`config.mk`:
```
export PLATFORM = sky130hd
export DESIGN_NAME = byteWordBuffer
export DESIGN_NICKNAME = d
export VERILOG_FILES = /design/src/hdl/fifoPkg.sv /design/src/hdl/byteWordBuffer.sv /design/src/hdl/fifoController.sv /design/src/hdl/fifoRam.sv /design/src/hdl/wordPacker.sv
export SDC_FILE = /design/constraint.sdc
export NUM_CORES = 2
export LEC_CHECK = 0
export ABC_CLOCK_PERIOD_IN_PS = 10900
export BUFFER_PORTS_ARGS = -buffer_cell sky130_fd_sc_hd__buf_2
export CORE_ASPECT_RATIO = 2
export CORE_MARGIN = 3
export CORE_UTILIZATION = 48
export DETAILED_ROUTE_END_ITERATION = 10
export PLACE_DENSITY_LB_ADDON = 0.15
export SLEW_MARGIN = 25
export SYNTH_ARGS = -nofsm -noshare
export SYNTH_HDL_FRONTEND = slang
export SYNTH_HIERARCHICAL = 1
export SYNTH_SLANG_ARGS = --single-unit
```
`constraint.sdc`:
```
create_clock -name iClk -period 10.9 [get_ports iClk]
set_input_delay 1.09 -clock iClk [delete_from_list [all_inputs] [get_ports iClk]]
set_output_delay 1.09 -clock iClk [all_outputs]
set_load 0.1 [all_outputs]
```
`src/hdl/fifoPkg.sv`:
```
`default_nettype none

package fifoPkg;

    // ------------------------------
    // buffer geometry
    // ------------------------------

    // ram entries
    localparam int fifoDepth  = 256;
    // pointer width, log2 of depth
    localparam int addrWidth  = 8;
    // byte lane on both fifo ports
    localparam int byteWidth  = 8;
    // packed output word
    localparam int wordWidth  = 16;
    // free slots left when full rises
    localparam int fullMargin = 6;

    // ------------------------------
    // packer FSM
    // ------------------------------

    // packEmpty holds nothing, packHalf holds the upper byte
    typedef enum logic {
        packEmpty,
        packHalf
    } packState_t;

endpackage

`default_nettype wire

```
`src/hdl/byteWordBuffer.sv`:
```
`timescale 1ns/1ns
`default_nettype none

module byteWordBuffer
    import fifoPkg::*;
(
    input  logic                 iClk,
    input  logic                 rstN,
    // byte producer
    input  logic [byteWidth-1:0] wrData,
    input  logic                 wrEn,
    output logic                 full,
    // word consumer
    input  logic                 rdEn,
    output logic                 empty,
    output logic [wordWidth-1:0] wordData,
    output logic                 wordValid
);

    // ------------------------------
    // internal nets
    // ------------------------------

    // controller to ram
    logic                 ramWrEn;
    logic [addrWidth-1:0] ramWrAddr;
    logic [byteWidth-1:0] ramWrData;
    logic [addrWidth-1:0] ramRdAddr;
    // ram to packer
    logic [byteWidth-1:0] ramRdData;
    // controller to packer
    logic                 byteValid;

    // pointers, flags and read valid
    fifoController u_fifoController (
        .iClk      (iClk),
        .rstN      (rstN),
        .wrData    (wrData),
        .wrEn      (wrEn),
        .rdEn      (rdEn),
        .full      (full),
        .empty     (empty),
        .byteValid (byteValid),
        .ramWrEn   (ramWrEn),
        .ramWrAddr (ramWrAddr),
        .ramWrData (ramWrData),
        .ramRdAddr (ramRdAddr)
    );

    // byte storage
    fifoRam u_fifoRam (
        .iClk   (iClk),
        .wrEn   (ramWrEn),
        .wrAddr (ramWrAddr),
        .rdAddr (ramRdAddr),
        .wrData (ramWrData),
        .rdData (ramRdData)
    );

    // pairs of bytes into words
    wordPacker u_wordPacker (
        .iClk      (iClk),
        .rstN      (rstN),
        .byteData  (ramRdData),
        .byteValid (byteValid),
        .wordData  (wordData),
        .wordValid (wordValid)
    );

endmodule

`default_nettype wire

```
`src/hdl/fifoController.sv`:
```
`timescale 1ns/1ns
`default_nettype none

module fifoController
    import fifoPkg::*;
(
    input  logic                 iClk,
    input  logic                 rstN,
    // producer side
    input  logic [byteWidth-1:0] wrData,
    input  logic                 wrEn,
    output logic                 full,
    // consumer side
    input  logic                 rdEn,
    output logic                 empty,
    output logic                 byteValid,
    // ram control
    output logic                 ramWrEn,
    output logic [addrWidth-1:0] ramWrAddr,
    output logic [byteWidth-1:0] ramWrData,
    output logic [addrWidth-1:0] ramRdAddr
);

    // ------------------------------
    // pointers and level
    // ------------------------------

    // next slot to write
    logic [addrWidth-1:0] wrPtr;
    // next slot to read
    logic [addrWidth-1:0] rdPtr;
    // read pointer one clock back
    // also the ram read address
    logic [addrWidth-1:0] rdPtrLast;

    // entries held modulo the pointer width
    logic [addrWidth-1:0] fillLevel;
    // slots still free before the overrun guard
    logic [addrWidth-1:0] freeSlots;
    // raw empty for read acceptance
    logic                 ptrEqual;

    // qualified strobes
    logic                 wrAccept;
    logic                 rdAccept;

    // ------------------------------
    // level and acceptance
    // ------------------------------

    always_comb
    begin
        fillLevel = wrPtr - rdPtr;
        freeSlots = addrWidth'(fifoDepth - 1) - fillLevel;
        ptrEqual  = (wrPtr == rdPtr);
        // overrun guard drops writes once 255 entries are held
        wrAccept  = wrEn && (fillLevel != addrWidth'(fifoDepth - 1));
        // reads while empty are ignored
        rdAccept  = rdEn && !ptrEqual;
    end

    // ------------------------------
    // write pointer
    // ------------------------------

    always_ff @(posedge iClk)
    begin
        if (!rstN)
        begin
            wrPtr <= '0;
        end
        else if (wrAccept)
        begin
            wrPtr <= wrPtr + addrWidth'(1);
        end
    end

    // ------------------------------
    // read pointer
    // ------------------------------

    always_ff @(posedge iClk)
    begin
        if (!rstN)
        begin
            rdPtr     <= '0;
            rdPtrLast <= '0;
        end
        else
        begin
            if (rdAccept)
            begin
                rdPtr <= rdPtr + addrWidth'(1);
            end
            // delayed copy tracks the pointer every clock
            rdPtrLast <= rdPtr;
        end
    end

    // ------------------------------
    // flags
    // ------------------------------

    // full rises with fullMargin or fewer slots left
    // empty is the pointer compare delayed one clock
    always_ff @(posedge iClk)
    begin
        if (!rstN)
        begin
            full  <= 1'b0;
            empty <= 1'b1;
        end
        else
        begin
            full  <= (freeSlots <= addrWidth'(fullMargin));
            empty <= ptrEqual;
        end
    end

    // ------------------------------
    // read valid
    // ------------------------------

    // pointer moved last clock so the ram now registers that slot
    // two clocks from the accepted rdEn in total
    always_ff @(posedge iClk)
    begin
        if (!rstN)
        begin
            byteValid <= 1'b0;
        end
        else
        begin
            byteValid <= (rdPtr != rdPtrLast);
        end
    end

    // ------------------------------
    // ram drive
    // ------------------------------

    // write straight through on the accept strobe
    assign ramWrEn   = wrAccept;
    assign ramWrAddr = wrPtr;
    assign ramWrData = wrData;
    // read one clock behind the pointer to line up with byteValid
    assign ramRdAddr = rdPtrLast;

endmodule

`default_nettype wire

```
`src/hdl/fifoRam.sv`:
```
`timescale 1ns/1ns
`default_nettype none

module fifoRam
    import fifoPkg::*;
(
    input  logic                 iClk,
    input  logic                 wrEn,
    input  logic [addrWidth-1:0] wrAddr,
    input  logic [addrWidth-1:0] rdAddr,
    input  logic [byteWidth-1:0] wrData,
    output logic [byteWidth-1:0] rdData
);

    // ------------------------------
    // storage array
    // ------------------------------

    // one byte per entry, inferred as block ram
    logic [byteWidth-1:0] mem [fifoDepth];

    // ------------------------------
    // write port
    // ------------------------------

    // store on enable only
    always_ff @(posedge iClk)
    begin
        if (wrEn)
        begin
            mem[wrAddr] <= wrData;
        end
    end

    // ------------------------------
    // read port
    // ------------------------------

    // registered output, data one clock after the address
    // the controller never reads the slot being written
    always_ff @(posedge iClk)
    begin
        rdData <= mem[rdAddr];
    end

endmodule

`default_nettype wire

```
`src/hdl/wordPacker.sv`:
```
`timescale 1ns/1ns
`default_nettype none

module wordPacker
    import fifoPkg::*;
(
    input  logic                 iClk,
    input  logic                 rstN,
    input  logic [byteWidth-1:0] byteData,
    input  logic                 byteValid,
    output logic [wordWidth-1:0] wordData,
    output logic                 wordValid
);

    // ------------------------------
    // state
    // ------------------------------

    packState_t           packState;
    packState_t           packNext;
    // first byte of the pair, upper half of the word
    logic [byteWidth-1:0] upperByte;

    // ------------------------------
    // next state
    // ------------------------------

    // advance only on a valid byte
    always_comb
    begin
        packNext = packState;
        if (byteValid)
        begin
            case (packState)
                packEmpty: packNext = packHalf;
                packHalf:  packNext = packEmpty;
                default:   packNext = packEmpty;
            endcase
        end
    end

    // ------------------------------
    // control registers
    // ------------------------------

    // wordValid pulses for one clock per completed pair
    always_ff @(posedge iClk)
    begin
        if (!rstN)
        begin
            packState <= packEmpty;
            wordValid <= 1'b0;
        end
        else
        begin
            packState <= packNext;
            wordValid <= byteValid && (packState == packHalf);
        end
    end

    // ------------------------------
    // payload
    // ------------------------------

    // first byte parked, second byte completes the word
    always_ff @(posedge iClk)
    begin
        if (byteValid && (packState == packEmpty))
        begin
            upperByte <= byteData;
        end
        if (byteValid && (packState == packHalf))
        begin
            wordData <= {upperByte, byteData};
        end
    end

endmodule

`default_nettype wire

```
---- Yosys cells after proc, flatten, opt, wreduce, memory -nomap -nowiden ----
Memories as Yosys holds them, arrays and structs flattened. A register that Yosys moved wholly into a read port is not among the register bits.
Cells that the tools add are included.
Widths: inputs -> output; s select.
storage, ports and cells
  bits in writable memories ............... 2,048
  bits of input ports ..................... 12
  output and inout port bits .............. 19
  flip-flop bits (word level) ............. 53
  word-level logic and storage cells ...... 28
  memories ................................ 1
memory list
  name           words  width  read ports  clocked after memory_dff  wr ports  RTL line       source
  u_fifoRam.mem  256    8      1           1                         1         fifoRam.sv:20  logic [byteWidth-1:0] mem [fifoDepth];
operators by class
  reductions and logical operators ........ 5
  add/subtract/negate cells ............... 4
  equal/unequal tests ..................... 3
  bitwise operators ....................... 1
  magnitude comparators ................... 1
  muxes and demuxes ....................... 3
operator list
  kind                 number
  $add 8x1->8 const B  2
  $eq 8x8->1           1
  $le 8x3->1 const B   1
  $ne 8x8->1           1
  $ne 8x8->1 const B   1
  $sub 8x8->8          1
  $sub 8x8->8 const A  1
  $logic_and 1x1->1    4
  $mux 1               2
  $pmux 1 s2           1
  $logic_not 1->1      1
  $not 1->1            1

---- Longest topological paths before layout ----
  depth after elaboration ................. 5
  gate-level depth with buffers ........... 15
  depth with buffers taken out ............ 11

---- Cells and area by module ----
Netlist, hierarchy kept.
by module, submodules not included
  module          sequential area each (µm²)  area each (µm²)  cells an instance  times used
  fifoRam         61,659.1                    79,556.3         3,733              1
  fifoController  540.5                       1,649.1          184                1
  wordPacker      760.7                       803.3            31                 1

---- Worst setup path after synthesis ----
Ideal clock, no wire load.
  kind .................................... register to register
  from .................................... register u_fifoController.wrPtr[0], in the netlist u_fifoController/ramWrAddr[0]
  to ...................................... memory u_fifoRam.mem[234][0], enable pin
  stages on the path, launching flop included .. 16
  arrival time ............................ 3.509 ns
  setup slack ............................. 7.020 ns
  setup time .............................. 0.370 ns
  required time ........................... 10.530 ns
  period minus slack after synthesis ...... 3.880 ns
  path buffers ............................ 4
  cells stage by stage .................... dfxtp_1 > inv_1 > ha_1 > fa_1 > nand2b_1 > a21o_1 > a211oi_1 > a2111oi_1 > and3_1 > buf_6 > nor2b_4 > clkbuf_1 > buf_1 > nand3_1 > clkbuf_1 > nor2_1
on the way
  cells in the longest elaborated chain, start to end .. 5
RTL lines
  item                          RTL line              source
  start: declaration            fifoController.sv:29  logic [addrWidth-1:0] wrPtr;
  start signal: assignment      fifoController.sv:74  wrPtr <= wrPtr + addrWidth'(1);
  $sub 8x8->8                   fifoController.sv:53  fillLevel = wrPtr - rdPtr;
  $ne 8x8->1                    fifoController.sv:57  wrAccept = wrEn && (fillLevel != addrWidth'(fifoDepth - 1));
  $logic_and 1x1->1             fifoController.sv:57
  net ramWrEn                   byteWordBuffer.sv:25  logic ramWrEn;
  $mux 1                        fifoRam.sv:29         if (wrEn)
  $mux 1 (implied by the code)  fifoRam.sv:31         mem[wrAddr] <= wrData;
  end: declaration              fifoRam.sv:20
The timed path passes the listed nets, and every way through them passes these cells.

---- Worst setup path in the final report ----
  from .................................... register u_fifoController.wrPtr[0], in the netlist u_fifoController/ramWrAddr[0]
  to ...................................... memory u_fifoRam.mem[49][2], enable pin
The elaborated chain is that of the path after synthesis.

==> out/qor.yml <==
ios: 31
relSlewSlack_pct: 18.19
rows: 214
seqPwrFrac_pct: 53.8
critPathArrivalTime_ns: 5.86
grt_overflow: 0
wl_met2_um: 117300
fp.dieArea_mm2: 0.1761
nets: 4016
synth_common_cells: "2072 x edfxtp_1, 454 x mux4_2, 287 x nor2_1, 137 x mux2i_1, 133 x a22oi_1"
synth_edf_count: 2072
antenna_found_initial: 5
syn-instance-count: 3948
period_share_pct: 50.02
hold_class: "reg -> reg"
synthMostInstantiatedCell: "edfxtp_1"
p_leak_nw: 26.71
drive_gt1_share_pct: 21.29
start_kind: "flop"
final_cells: 6407
clockRootBuffer: "clkbuf_16"
routed_via_density: 6.152
utilization_pct: 53.31
dpl_worst_slack_ns: 5.475
drt_wl_total_um: 214000
max_cap_viol_count: 0
r2r_cells: 11
peakVddDrop_mv: 0.1524
power.density_mw_per_mm2: 183.9
gr-usage-all-layers_pct: 24.37
min_period_ns: 5.452
top_layer_used: "met4"
finClkSkew_ns: 0.04381
layout_setup_ws_ns: 5.448
yosysTopAreaCellShare_pct: 75.87
vias: 39420
end_kind: "flop"
grt_pass1_vias: 41170
cts_made_buffers: 181
crit_fanout: 21
postRouteAntennaNets: 0
cts-hold-fix-buffers: 0
portBuffers: 30
worstSetupPathType: "reg -> reg"
intPower_mw: 13.15
drt_iter0_drc: 4061
syn_to_final_growth_pct: 10.35
yosysSeqAreaShare_pct: 76.77
gp_routability_congestion: 0.8753
first_pass_iters: 5
initial_core_util_pct: 48.31
whs_path_depth: 0
netlist_area_mm2: 0.08201
synth_area_leaders: "edfxtp_1 76%, mux4_2 12%, mux2i_1 1.7%"
ys_ff_latch: 2109
rsz0062_at_grt: "no"
p_sw_mw: 3.492
clock_latency_ns: 0.82
core_region_area_mm2: 0.1698
avgSynthCellArea_um2: 20.77
clkSlewWorstSetupHoldPaths_ns: 0.07
yosysWarnings: 6
grt_pass1_wl_um: 304400
finalSetupViolations: 0
drv_slew: 0
fillers: 13150
clock_sinks: 2109
max_freq_mhz: 183.4
cts_tree: "built"
synth_ff_type: "edfxtp_1"
cts_resized: 0
synth_fp_nets: 3971
hold_viol_final: 0
fin_setup_tns_ns: 0
pwr-share-comb_pct: 6.1
worst_slew_pin_slew_ns: 1.227
async_flop_share_pct: 0
drc: 0
htree_levels: 4
dp_hpwl_um: 136500
status: "complete, no violations"
power.share.switching_pct: 20.98
grt_max_degree: 172
yosysTopAreaCell: "edfxtp_1"
cp.required_ns: 11.31
synth_cell_types: 75
die_h_um: 590.6
power.clock.fraction_pct: 40.0
cts_setup_buffers: 0
clock_path_buffers: 4
wl_per_cell_um: 33.40
die_w_um: 298.3
whs_ns: 0.4237
placedCellCount: 6076
route.met3.wl_um: 11340
wl_met1_um: 72940
[power groups by stage]
stage / combinational [mW] / sequential (mW) / clock [mW]
4_1_cts: 1.04 / 8.96 / 6.80
5_1_grt: 1.09 / 8.96 / 7.08
3_3_place_gp: 1.03 / 9.14 / 0
6_report: 1.02 / 8.96 / 6.66
2_1_floorplan: 0.775 / 9.13 / 0
3_5_place_dp: 1.04 / 9.14 / 0
[registers in the layout, indices dropped and copies added (netlist names), 8 cells and up]
signal	flops
u_fifoRam/rdData	8
u_fifoRam/mem	2048
u_fifoController/ramWrAddr	8
u_wordPacker/upperByte	8
u_wordPacker/wordData	16
u_fifoController/ramRdAddr	8
u_fifoController/rdPtr	8
[stage by stage]
| stage | area [µm²] | total power [mW] |
|---|---|---|
| 2_1_floorplan | 82010 | 9.909 |
| 3_5_place_dp | 84390 | 10.17 |
| 6_report | 90490 | 16.64 |
| 4_1_cts | 90430 | 16.79 |
| 3_3_place_gp | 84340 | 10.17 |
| 5_1_grt | 90480 | 17.13 |
[cell families (layout without fill, tap and decap cells)]
kind of cell / count (synthesis) / in the layout / synth area share (%)
and+or+nand+nor: 542 / 542 / 3.111
other: 0 / 6 / 0
AOI/OAI and AO/OA: 416 / 416 / 3.593
adders and majority gates: 11 / 11 / 0.1770
muxes: 594 / 594 / 14.22
DFF: 2109 / 2109 / 76.77
buffers and inverters: 258 / 443 / 1.936
xor gates and xnor gates: 18 / 18 / 0.1922
[final timing paths]
path | start | to | slack [ns]
max | u_fifoController/ramWrAddr[0] | u_fifoRam/mem[49][2] | 5.45
min | u_wordPacker/upperByte[2] | u_wordPacker/wordData[10] | 0.42
max reg2reg | u_fifoController/ramWrAddr[0] | u_fifoRam/mem[49][2] | 5.45
min reg2reg | u_wordPacker/upperByte[2] | u_wordPacker/wordData[10] | 0.42
[critical path, stage by stage (launching register included)]
cell,delay [ns]
dfxtp_1,0.60
inv_1,0.15
ha_1,0.24
fa_1,0.43
nand2b_1,0.24
a21o_1,0.19
a211oi_1,0.25
a2111oi_1,0.11
and3_1,0.34
nor2b_4,0.56
nand3_2,0.98
nor2_1,0.94
[layout by cell type, fill, tap and decap left out, types with 9 or more instances in the layout]
cell type  Yosys  layout
a211oi_1      19      19
a21oi_1       98      98
a221oi_1      13      13
a22oi_1      133     133
and2_1        22      21
buf_12         8       9
buf_2         31      22
buf_4         35      67
bufinv_16      0      29
clkbuf_1     114      31
clkbuf_16      0     183
clkinv_1       1      30
clkinv_2       0      29
dfxtp_1       37      31
edfxtp_1    2072    2072
ha_1          10      10
inv_1         11      11
mux2i_1      137     137
mux4_2       454     454
nand2_1       47      47
nand2b_1      13      13
nand3_1       40      33
nand4_1       14      14
nor2_1       287     282
nor2b_1       33      30
nor3_1        24      24
nor4_1        28      21
o211ai_1      12      12
o21ai_0       13      13
o221ai_1      46      46
o22ai_1       28      28
xnor2_1        9       9
xor2_1         9       9
[cell type report]
type                    instances  area, µm²  share of cell area (%)
flip-flops and latches       2109      62980                   69.59
repair buffers                108      948.4                   1.048
well taps                    2268       2838                   3.136
diodes                          6      15.01                 0.01659
inverters                      12      45.04                 0.04977
multi-input cells            1581      17630                   19.49
clock inverters               105       1285                   1.420
clock buffers                 218       4751                   5.250
[metal layers]
layer	global-route usage [%]	vias to the layer above
met4	11.99	0
met2	45.00	1462
li1	-	16490
met5	0	-
met1	28.14	21050
met3	2.667	425
Note: power is estimated with default switching activity, not from simulation.
